`src/verilog/trafficPkg.sv`:
```
`default_nettype none

package trafficPkg;

	// phases of the two directions, north-south first
	typedef enum logic [2:0]
	{
		YY = 3'd0,
		RY = 3'd1,
		GR = 3'd2,
		YR = 3'd3,
		RG = 3'd4
	} phaseT;

	localparam int SecondsWidth = 4;
	localparam int TickWidth = 16;
	localparam int SegmentWidth = 7;
	localparam int LampWidth = 3;

	// dwell per phase in normal mode, order RY GR YR RG
	localparam logic [SecondsWidth-1:0] NormalDwell [4] =
		'{4'd3, 4'd15, 4'd3, 4'd10};

	// same dwell for every phase in test mode
	localparam logic [SecondsWidth-1:0] TestDwell = 4'd2;

	// 10 for simulation, a board build raises this to the real clock rate
	localparam logic [TickWidth-1:0] TicksPerSecond = 16'd10;
	localparam logic [TickWidth-1:0] LastTick = TicksPerSecond - 16'd1;

	// cycles each digit stays selected
	localparam int ScanTicks = 4;
	localparam int ScanCountWidth = $clog2(ScanTicks);

	// digit select encodings
	localparam logic [1:0] SelectUnits = 2'b01;
	localparam logic [1:0] SelectTens = 2'b10;

	// lamp bits are red, yellow, green
	localparam logic [LampWidth-1:0] LampRed = 3'b100;
	localparam logic [LampWidth-1:0] LampYellow = 3'b010;
	localparam logic [LampWidth-1:0] LampGreen = 3'b001;

	// active high segments, A is the msb
	function automatic logic [SegmentWidth-1:0] segmentOf(input logic [3:0] digit);
		logic [SegmentWidth-1:0] pattern;
		case (digit)
			4'd0: pattern = 7'b1111110;
			4'd1: pattern = 7'b0110000;
			4'd2: pattern = 7'b1101101;
			4'd3: pattern = 7'b1111001;
			4'd4: pattern = 7'b0110011;
			4'd5: pattern = 7'b1011011;
			4'd6: pattern = 7'b1011111;
			4'd7: pattern = 7'b1110010;
			4'd8: pattern = 7'b1111111;
			4'd9: pattern = 7'b1111011;
			// blank for anything that is not a decimal digit
			default: pattern = 7'b0000000;
		endcase
		return pattern;
	endfunction

endpackage

`default_nettype wire

```
`src/verilog/dwellTimer.sv`:
```
`timescale 1ns/1ps
`default_nettype none

module dwellTimer
	import trafficPkg::*;
(
	input wire clk,
	input wire reset,
	input wire load,
	input wire [SecondsWidth-1:0] loadSeconds,
	output logic [SecondsWidth-1:0] remaining,
	output logic expired
);

	logic [TickWidth-1:0] prescaler;
	logic running;
	logic secondTick;
	logic lastSecond;

	// nothing to count once the phase has run out
	assign running = (remaining != '0);

	// prescaler wraps once per second
	assign secondTick = running && (prescaler == LastTick);

	assign lastSecond = (remaining == SecondsWidth'(1));

	always_ff @(posedge clk or negedge reset)
	begin
		if (!reset)
		begin
			prescaler <= '0;
		end
		else if (load)
		begin
			prescaler <= '0;
		end
		else if (secondTick)
		begin
			prescaler <= '0;
		end
		else if (running)
		begin
			prescaler <= prescaler + TickWidth'(1);
		end
	end

	always_ff @(posedge clk or negedge reset)
	begin
		if (!reset)
		begin
			remaining <= '0;
		end
		else if (load)
		begin
			remaining <= loadSeconds;
		end
		else if (secondTick)
		begin
			remaining <= remaining - SecondsWidth'(1);
		end
	end

	// one pulse, in the first cycle that shows zero
	always_ff @(posedge clk or negedge reset)
	begin
		if (!reset)
		begin
			expired <= 1'b0;
		end
		else
		begin
			expired <= !load && secondTick && lastSecond;
		end
	end

endmodule

`default_nettype wire

```
`src/verilog/phaseController.sv`:
```
`timescale 1ns/1ps
`default_nettype none

module phaseController
	import trafficPkg::*;
(
	input wire clk,
	input wire reset,
	input wire standby,
	input wire testMode,
	input wire expired,
	output logic load,
	output logic [SecondsWidth-1:0] loadSeconds,
	output logic [LampWidth-1:0] nsLamp,
	output logic [LampWidth-1:0] ewLamp
);

	phaseT phase;
	phaseT advancePhase;
	phaseT nextPhase;
	logic [1:0] dwellIndex;

	// north-south lamp for a phase
	function automatic logic [LampWidth-1:0] nsLampOf(input phaseT p);
		logic [LampWidth-1:0] lamp;
		case (p)
			RY: lamp = LampRed;
			GR: lamp = LampGreen;
			YR: lamp = LampYellow;
			RG: lamp = LampRed;
			default: lamp = LampYellow;
		endcase
		return lamp;
	endfunction

	// east-west lamp for a phase
	function automatic logic [LampWidth-1:0] ewLampOf(input phaseT p);
		logic [LampWidth-1:0] lamp;
		case (p)
			RY: lamp = LampYellow;
			GR: lamp = LampRed;
			YR: lamp = LampRed;
			RG: lamp = LampGreen;
			default: lamp = LampYellow;
		endcase
		return lamp;
	endfunction

	// successor in the normal cycle, YY restarts at RY
	always_comb
	begin
		case (phase)
			YY: advancePhase = RY;
			RY: advancePhase = GR;
			GR: advancePhase = YR;
			YR: advancePhase = RG;
			RG: advancePhase = RY;
			default: advancePhase = RY;
		endcase
	end

	// leaving standby, or the current dwell has run out
	assign load = !standby && ((phase == YY) || expired);

	always_comb
	begin
		if (standby)
		begin
			nextPhase = YY;
		end
		else if (load)
		begin
			nextPhase = advancePhase;
		end
		else
		begin
			nextPhase = phase;
		end
	end

	// table order is RY GR YR RG
	always_comb
	begin
		case (advancePhase)
			RY: dwellIndex = 2'd0;
			GR: dwellIndex = 2'd1;
			YR: dwellIndex = 2'd2;
			default: dwellIndex = 2'd3;
		endcase
	end

	// testMode only matters here, at the load
	assign loadSeconds = testMode ? TestDwell : NormalDwell[dwellIndex];

	always_ff @(posedge clk or negedge reset)
	begin
		if (!reset)
		begin
			phase <= YY;
		end
		else
		begin
			phase <= nextPhase;
		end
	end

	// lamps move together with the phase register
	always_ff @(posedge clk or negedge reset)
	begin
		if (!reset)
		begin
			nsLamp <= LampYellow;
			ewLamp <= LampYellow;
		end
		else
		begin
			nsLamp <= nsLampOf(nextPhase);
			ewLamp <= ewLampOf(nextPhase);
		end
	end

endmodule

`default_nettype wire

```
`src/verilog/segmentScanner.sv`:
```
`timescale 1ns/1ps
`default_nettype none

module segmentScanner
	import trafficPkg::*;
(
	input wire clk,
	input wire reset,
	input wire [SecondsWidth-1:0] remaining,
	output logic [SegmentWidth-1:0] segments,
	output logic [1:0] digitSelect
);

	logic [ScanCountWidth-1:0] scanCount;
	logic scanWrap;
	logic [1:0] nextSelect;
	logic [3:0] tensDigit;
	logic [3:0] unitsDigit;
	logic [3:0] shownDigit;

	// remaining never goes past 15, so tens is 0 or 1
	always_comb
	begin
		if (remaining >= SecondsWidth'(10))
		begin
			tensDigit = 4'd1;
			unitsDigit = remaining - SecondsWidth'(10);
		end
		else
		begin
			tensDigit = 4'd0;
			unitsDigit = remaining;
		end
	end

	assign scanWrap = (scanCount == ScanCountWidth'(ScanTicks - 1));

	// free running, independent of the phase
	always_ff @(posedge clk or negedge reset)
	begin
		if (!reset)
		begin
			scanCount <= '0;
		end
		else if (scanWrap)
		begin
			scanCount <= '0;
		end
		else
		begin
			scanCount <= scanCount + ScanCountWidth'(1);
		end
	end

	// swapping the two bits keeps exactly one of them set
	always_comb
	begin
		if (scanWrap)
		begin
			nextSelect = {digitSelect[0], digitSelect[1]};
		end
		else
		begin
			nextSelect = digitSelect;
		end
	end

	assign shownDigit = (nextSelect == SelectTens) ? tensDigit : unitsDigit;

	// select and pattern change on the same edge
	always_ff @(posedge clk or negedge reset)
	begin
		if (!reset)
		begin
			digitSelect <= SelectUnits;
			segments <= segmentOf(4'd0);
		end
		else
		begin
			digitSelect <= nextSelect;
			segments <= segmentOf(shownDigit);
		end
	end

endmodule

`default_nettype wire

```
`src/verilog/trafficController.sv`:
```
`timescale 1ns/1ps
`default_nettype none

module trafficController
	import trafficPkg::*;
(
	input wire clk,
	input wire reset,
	input wire standby,
	input wire testMode,
	output logic [LampWidth-1:0] nsLamp,
	output logic [LampWidth-1:0] ewLamp,
	output logic [SegmentWidth-1:0] segments,
	output logic [1:0] digitSelect
);

	logic load;
	logic [SecondsWidth-1:0] loadSeconds;
	logic expired;
	logic [SecondsWidth-1:0] remaining;

	// phase FSM and lamp decode
	phaseController i_phaseController
	(
		.clk(clk),
		.reset(reset),
		.standby(standby),
		.testMode(testMode),
		.expired(expired),
		.load(load),
		.loadSeconds(loadSeconds),
		.nsLamp(nsLamp),
		.ewLamp(ewLamp)
	);

	// seconds left in the current phase
	dwellTimer i_dwellTimer
	(
		.clk(clk),
		.reset(reset),
		.load(load),
		.loadSeconds(loadSeconds),
		.remaining(remaining),
		.expired(expired)
	);

	// two digit countdown display
	segmentScanner i_segmentScanner
	(
		.clk(clk),
		.reset(reset),
		.remaining(remaining),
		.segments(segments),
		.digitSelect(digitSelect)
	);

endmodule

`default_nettype wire

```
`config.mk`:
```
export PLATFORM = sky130hd
export DESIGN_NAME = trafficController
export DESIGN_NICKNAME = d
export VERILOG_FILES = /design/src/verilog/trafficPkg.sv /design/src/verilog/dwellTimer.sv /design/src/verilog/phaseController.sv /design/src/verilog/segmentScanner.sv /design/src/verilog/trafficController.sv
export SDC_FILE = /design/constraint.sdc
export NUM_CORES = 1
export LEC_CHECK = 0
export BUFFER_PORTS_ARGS = -buffer_cell sky130_fd_sc_hd__buf_2
export CAP_MARGIN = 20
export CORE_ASPECT_RATIO = 1.4
export CORE_MARGIN = 4
export CORE_UTILIZATION = 41
export CTS_BUF_LIST = sky130_fd_sc_hd__clkbuf_8
export CTS_CLUSTER_SIZE = 40
export DETAILED_ROUTE_END_ITERATION = 12
export PLACE_DENSITY = 0.7
export SLEW_MARGIN = 10
export SYNTH_ARGS = -nofsm -noshare
export SYNTH_HDL_FRONTEND = slang
export SYNTH_SLANG_ARGS = --single-unit
```
`constraint.sdc`:
```
create_clock -name clk -period 2.27 [get_ports clk]
set_input_delay 0.5675 -clock clk [delete_from_list [all_inputs] [get_ports clk]]
set_output_delay 0.5675 -clock clk [all_outputs]
set_load 0.1 [all_outputs]
```
==> metrics.txt, run 1 <==
outcome finished, final reports clean; max-slew violation count 0; fraction of registers with async set/reset 100.0%; PostCTS Resize Cnt 0; vias in the first global route 1684; Slew Limit Headroom 66.06%; endpoints failing setup 0; Net Sw Power 1.239 mW; gr ovfl total 0; CTS tree yes; H-tree depth 2; Critical-path top delay cell dfrtp_1; crit-path max cell delay 0.45 ns; leading area contributor after synthesis dfrtp_1; worst-path fanout max 6; final worst-path cycle share 89.73%; Seq cells post-synth 41; clk sink count 41; Post-Synth Adder-Cell Area 8.537%; main combinational cell family by area after synthesis simple AND/OR/NAND/NOR gates; Die Width 69.89 um; CTS Buf Count 5; Via-to-Cell Ratio 5.270; CP required 2.48 ns; routed wl met3 192 um; Max VDD drop 0.0008048 V; share of the synthesized area in the top cell type 36.43%; GP Congestion 0.8075; initial antenna violation count 0; combinational share of power 46.3%; Clock power frac 17.0%; largest net degree at the start of global routing 42; core area 0.005197 mm2; Row Count 31; Routed Antenna Nets 0; Synth Flop Type dfrtp_1; TNS Setup 0 ns; Post-Synth XOR/XNOR Area 5.976%; die area 0.006614 mm2; area delta synth->final 13.83%; crit path time final 2.037 ns; met2 WL 2.094 mm; # IOs 19; first-pass GRT wire length 7.251 mm; fillers 497; Final Hold Viols 0; maxcap violations 0; Starting Density 42.30%; Worst Clk Skew 0.01160 ns; Crit. End Element flop; Mapped Avg Cell Area 9.814 um2; Routed wire per std cell 12.95 um; crit path launch type flop; 1st-iter DRT viols 130; mux share of post-synthesis cell area 1.878%; syn nets 243; Tightest Pin Transition 0.5090 ns; Post-layout nets 271; type of the worst setup path flop to flop; worst skew pair latency 0.29 ns; fmax 491.0 MHz; Synth cell types 42; first drt pass iteration count 4; PwrDens 1082 mW/mm2; worst path arrival time 2.25 ns; HPWL after DPL 2.986 mm; IO Port Bufs 18; Hold WC Path Type primary input to asynchronous set/reset pin; clk buf depth 2; Die H 94.64 um; Synth Instances 224; Yosys Warn Count 0; Reg power frac 36.7%; worst-path cell chain inv_1 -> ha_1 -> a211o_1 -> or2_1 -> and3_1 -> or3_1; Pleak 1.161 nW; Top Metal Used met4; postcts setup bufs 0; Routed WL 4.131 mm; Synth Cell Area 0.002198 mm2; Post-route DRC 0; Int Power 1.469 mW; cts hold-fix bufs 0; placed inst area 0.002420 mm2; Reg2Reg Depth 6; simple-gate share of the synthesized area 23.90%; top cells by area, synth dfrtp_1 36%, dfstp_2 11%, ha_1 8.5%; switch share 45.76%; Tot GR Track Use 13.55%; Seq/Total Area, Yosys 47.18%; compound-cell area share of the yosys netlist 9.960%; layout cell share with drive strength beyond 1 20.95%; post-route cell area 0.002502 mm2; Vias 1681; RSZ-0062 raised after global routing no; Post-synth EDFFs 0; antenna fix cells 0; clk slew on worst S/H paths 0.08 ns; root buffer cell clkbuf_8; M1 WL 1.775 mm
[power groups by stage]
| stage | clock network, mW | logic, mW | registers [mW] |
|---|---|---|---|
| floorplan | 0 | 0.592 | 1.42 |
| global placement | 0 | 1.24 | 1.00 |
| detailed placement | 0 | 1.27 | 1.01 |
| CTS | 0.475 | 1.27 | 0.993 |
| global route | 0.501 | 1.38 | 1.01 |
| finish | 0.460 | 1.25 | 0.993 |
[cell usage after synthesis (7+ instances only)]
cell,n
ha_1,15
nor3_1,8
or3_1,8
nor2_1,24
dfrtp_1,32
nand2_1,15
a21oi_1,16
xor2_1,9
dfstp_2,9
o21ai_0,10
nand3_1,7
nand4_1,7
inv_1,10
[state kept, by name (all words and copies together) (netlist names)]
name / cells
i_dwellTimer.expired: 1
i_dwellTimer.prescaler: 16
i_dwellTimer.remaining: 4
i_phaseController.ewLamp: 3
i_phaseController.nsLamp: 3
i_phaseController.phase: 3
i_segmentScanner.digitSelect: 2
i_segmentScanner.scanCount: 2
i_segmentScanner.segments: 7
[metrics by stage]
stage	total power [mW]	util, %	worst slack [ns]	instances	hold slack [ns]
6_report	2.707	48.15	0.2332	319	0.3269
5_1_grt	2.890	48.15	0.07712	319	0.3848
4_1_cts	2.738	48.15	0.2221	319	0.3445
3_5_place_dp	2.271	46.56	0.1309	311	0.4166
3_3_place_gp	2.248	46.56	0.1538	311	0.4133
2_1_floorplan	2.010	-	0.01581	224	0.2719
[kinds of logic after synthesis]
kind of cell    Yosys count
simple gates             97
flops                    41
compound gates           38
xor+xnor                 15
fa+ha+maj                15
buf+inv                  14
mux                       4
[placed cells by master (no fill, tap or decap), types with 2 or more instances in the layout]
master	count
nand2_1	15
dfrtp_1	31
nor2_2	2
nor3_1	8
a31oi_1	2
o21ai_0	10
and2_1	2
nor4b_1	2
buf_2	18
or3_1	8
xnor2_1	6
or2_2	2
and4_1	2
a211o_1	2
nand4_1	7
a21oi_1	16
nor2b_1	3
buf_4	7
mux2i_1	2
xor2_1	9
clkbuf_8	5
nand3_1	7
nand2b_1	4
and3_1	4
dfstp_2	8
nor2_1	24
ha_1	15
inv_1	11
clkinv_2	2
a21o_1	2
[worst paths after layout]
path	start	to	slack [ns]
min	reset	i_dwellTimer.prescaler[8]$_DFFE_PN0P_	0.33
max in group asynchronous	reset	i_segmentScanner.digitSelect[1]$_DFF_PN0_	1.56
max reg2reg	i_dwellTimer.remaining[2]$_DFFE_PN0P_	i_segmentScanner.segments[6]$_DFF_PN1_	0.23
min reg2reg	i_segmentScanner.scanCount[0]$_DFF_PN0_	i_segmentScanner.scanCount[0]$_DFF_PN0_	0.43
max	i_dwellTimer.remaining[2]$_DFFE_PN0P_	i_segmentScanner.segments[6]$_DFF_PN1_	0.23
min in group clk	i_segmentScanner.scanCount[0]$_DFF_PN0_	i_segmentScanner.scanCount[0]$_DFF_PN0_	0.43
[worst max-delay path, delay by kind of cell, from the launching register on]
family	cells	cell delay, ns
flip-flops	1	0.45
AO/OA/AOI/OAI	1	0.32
buffers and inverters	1	0.12
adder cells (fa/ha/maj)	1	0.28
AND/OR/NAND/NOR	3	0.79
[final cells by class]
cell class                 instances  area, um2  share of cell area (%)
multi-input combinational        169       1115                   44.55
sequential                        41       1042                   41.65
timing repair buffer              25      142.6                   5.700
tap                               66      82.58                   3.300
clock buffer                       5      68.82                   2.750
inverter                          10      37.54                   1.500
clock inverter                     3      13.76                  0.5500
[per-layer routing]
layer | GRT usage, % | up-vias
li1 | - | 838
met3 | 2.982 | 8
met1 | 16.52 | 795
met5 | 0 | -
met2 | 23.42 | 40
met4 | 5.112 | 0
Note: power is estimated with default switching activity, not from simulation.
==> inputs of run 2 (changes only) <==
==> constraint.sdc (replaced) <==
create_clock -name clk -period 2.27 [get_ports clk]
set_input_delay 0.3405 -clock clk [delete_from_list [all_inputs] [get_ports clk]]
set_output_delay 0.3405 -clock clk [all_outputs]
set_load 0.1 [all_outputs]
==> metrics.txt, run 2 (synthesis results as in run 1) <==
area delta synth->final 15.82%; PwrDens 1156 mW/mm2; Pleak 1.175 nW; clk sink count 41; Hold WC Path Type primary input to asynchronous set/reset pin; Starting Density 42.30%; Die H 94.64 um; first-pass GRT wire length 7.493 mm; clk buf depth 2; Routed Antenna Nets 0; Crit. End Element flop; CP required 2.49 ns; worst skew pair latency 0.30 ns; total power 2.943 mW; maxcap violations 0; Tightest Pin Transition 0.8402 ns; Worst Clk Skew 0.009417 ns; most frequent cells in the layout 31 x dfrtp_1, 24 x nor2_1, 18 x buf_2, 16 x a21oi_1; root buffer cell clkbuf_8; Reg2Reg Depth 9; CTS Buf Count 5; largest reg by FF count i_dwellTimer.prescaler; Post-route DRC 0; final worst-path cycle share 90.73%; fmax 485.6 MHz; H-tree depth 2; max-slew violation count 0; most common cell after layout, fill and taps aside dfrtp_1; Via-to-Cell Ratio 5.368; Routed wire per std cell 13.44 um; Routed WL 4.273 mm; postcts setup bufs 0; worst path arrival time 2.28 ns; TNS Setup 0 ns; IO Port Bufs 18; Worst Setup SP i_dwellTimer.remaining[0]$_DFFE_PN0P_; Vias 1707; Max VDD drop 0.0009333 V; cts hold-fix bufs 0; Critical-path top delay cell dfrtp_1; biggest regs i_dwellTimer.prescaler (16), i_segmentScanner.segments (7), i_dwellTimer.remaining (4); initial antenna violation count 0; Final Hold Viols 0; cell family with most CP delay adder cells; crit path launch type flop; gr ovfl total 0; worst-path cell chain inv_1 -> ha_1 -> nor3_1 -> nor2b_1 -> mux2i_2 -> inv_1 -> ha_1 -> nor2_1 -> a211o_1; PostCTS Resize Cnt 0; # IOs 19; RSZ-0062 raised after global routing no; Tot GR Track Use 14.04%; worst-path fanout max 5; Post-layout nets 270; first drt pass iteration count 4; Row Count 31; reg-to-reg endpoint i_segmentScanner.segments[3]$_DFF_PN1_; core area 0.005197 mm2; antenna fix cells 0; CTS tree yes; die area 0.006614 mm2; clk slew on worst S/H paths 0.08 ns; GP Congestion 0.8354; HPWL after DPL 3.111 mm; crit-path max cell delay 0.45 ns; number of flip-flops in the largest register 16; fillers 509; Slew Limit Headroom 43.99%; flop2flop setup slack 0.21 ns; largest net degree at the start of global routing 39; endpoints failing setup 0; vias in the first global route 1715; outcome finished, final reports clean; R2R Path Start i_dwellTimer.remaining[0]$_DFFE_PN0P_; Die Width 69.89 um; CP bufs+invs 2; crit path time final 2.059 ns; 1st-iter DRT viols 108; type of the worst setup path flop to flop; layout cell share with drive strength beyond 1 21.03%
[run 2: cell types whose count changed in the layout (fill, tap and decap cells not counted)]
cell / before / now
buf_4: 7 / 6
bufinv_16: 0 / 2
clkinv_2: 2 / 1
inv_1: 11 / 10
[run 2: how the worst max path moves through the flow]
stage / endpoint / slack [ns] / cells past startpoint
2_1_floorplan: i_segmentScanner.segments[3]$_DFF_PN1_ / 0.02 / 7
3_3_place_gp: i_segmentScanner.segments[6]$_DFF_PN1_ / 0.28 / 6
3_5_place_dp: i_segmentScanner.segments[3]$_DFF_PN1_ / 0.19 / 9
4_1_cts: i_segmentScanner.segments[3]$_DFF_PN1_ / 0.19 / 9
5_1_grt: i_segmentScanner.segments[3]$_DFF_PN1_ / 0.02 / 9
6_report: i_segmentScanner.segments[3]$_DFF_PN1_ / 0.21 / 9
[run 2: area by class of cell]
type / count / area, um2 / area share (%)
inverters: 10 / 37.54 / 1.474
flip-flops and latches: 41 / 1042 / 40.93
clock inverters: 3 / 65.06 / 2.555
repair buffers: 24 / 135.1 / 5.307
multi-input cells: 169 / 1115 / 43.78
clock buffers: 5 / 68.82 / 2.703
well taps: 66 / 82.58 / 3.243
[run 2: where the power goes]
| part | switching [mW] | internal, mW | total, mW |
|---|---|---|---|
| combinational | 0.881 | 0.361 | 1.24 |
| clock | 0.259 | 0.437 | 0.695 |
| sequential | 0.117 | 0.888 | 1.01 |
| total | 1.26 | 1.69 | 2.94 |
[run 2: routing by layer]
metal	track usage (%)	wire length [um]	up-vias
met3	3.834	206	6
li1	-	-	837
met2	25.16	2201	41
met5	0	0	-
met4	5.911	72	0
met1	15.62	1793	823
[run 2: through the flow]
stage / setup WS (ns) / utilization [%] / std cells / hold WS, ns / instance area [um2]
after floorplan: 0.01581 / - / 224 / 0.04491 / 2213
after global placement: 0.2753 / 46.41 / 310 / 0.4132 / 2412
after detailed placement: 0.1905 / 46.41 / 310 / 0.4316 / 2412
after CTS: 0.1888 / 48.99 / 318 / 0.1707 / 2546
after global routing: 0.01581 / 48.99 / 318 / 0.2064 / 2546
final: 0.2105 / 48.99 / 318 / 0.1446 / 2546
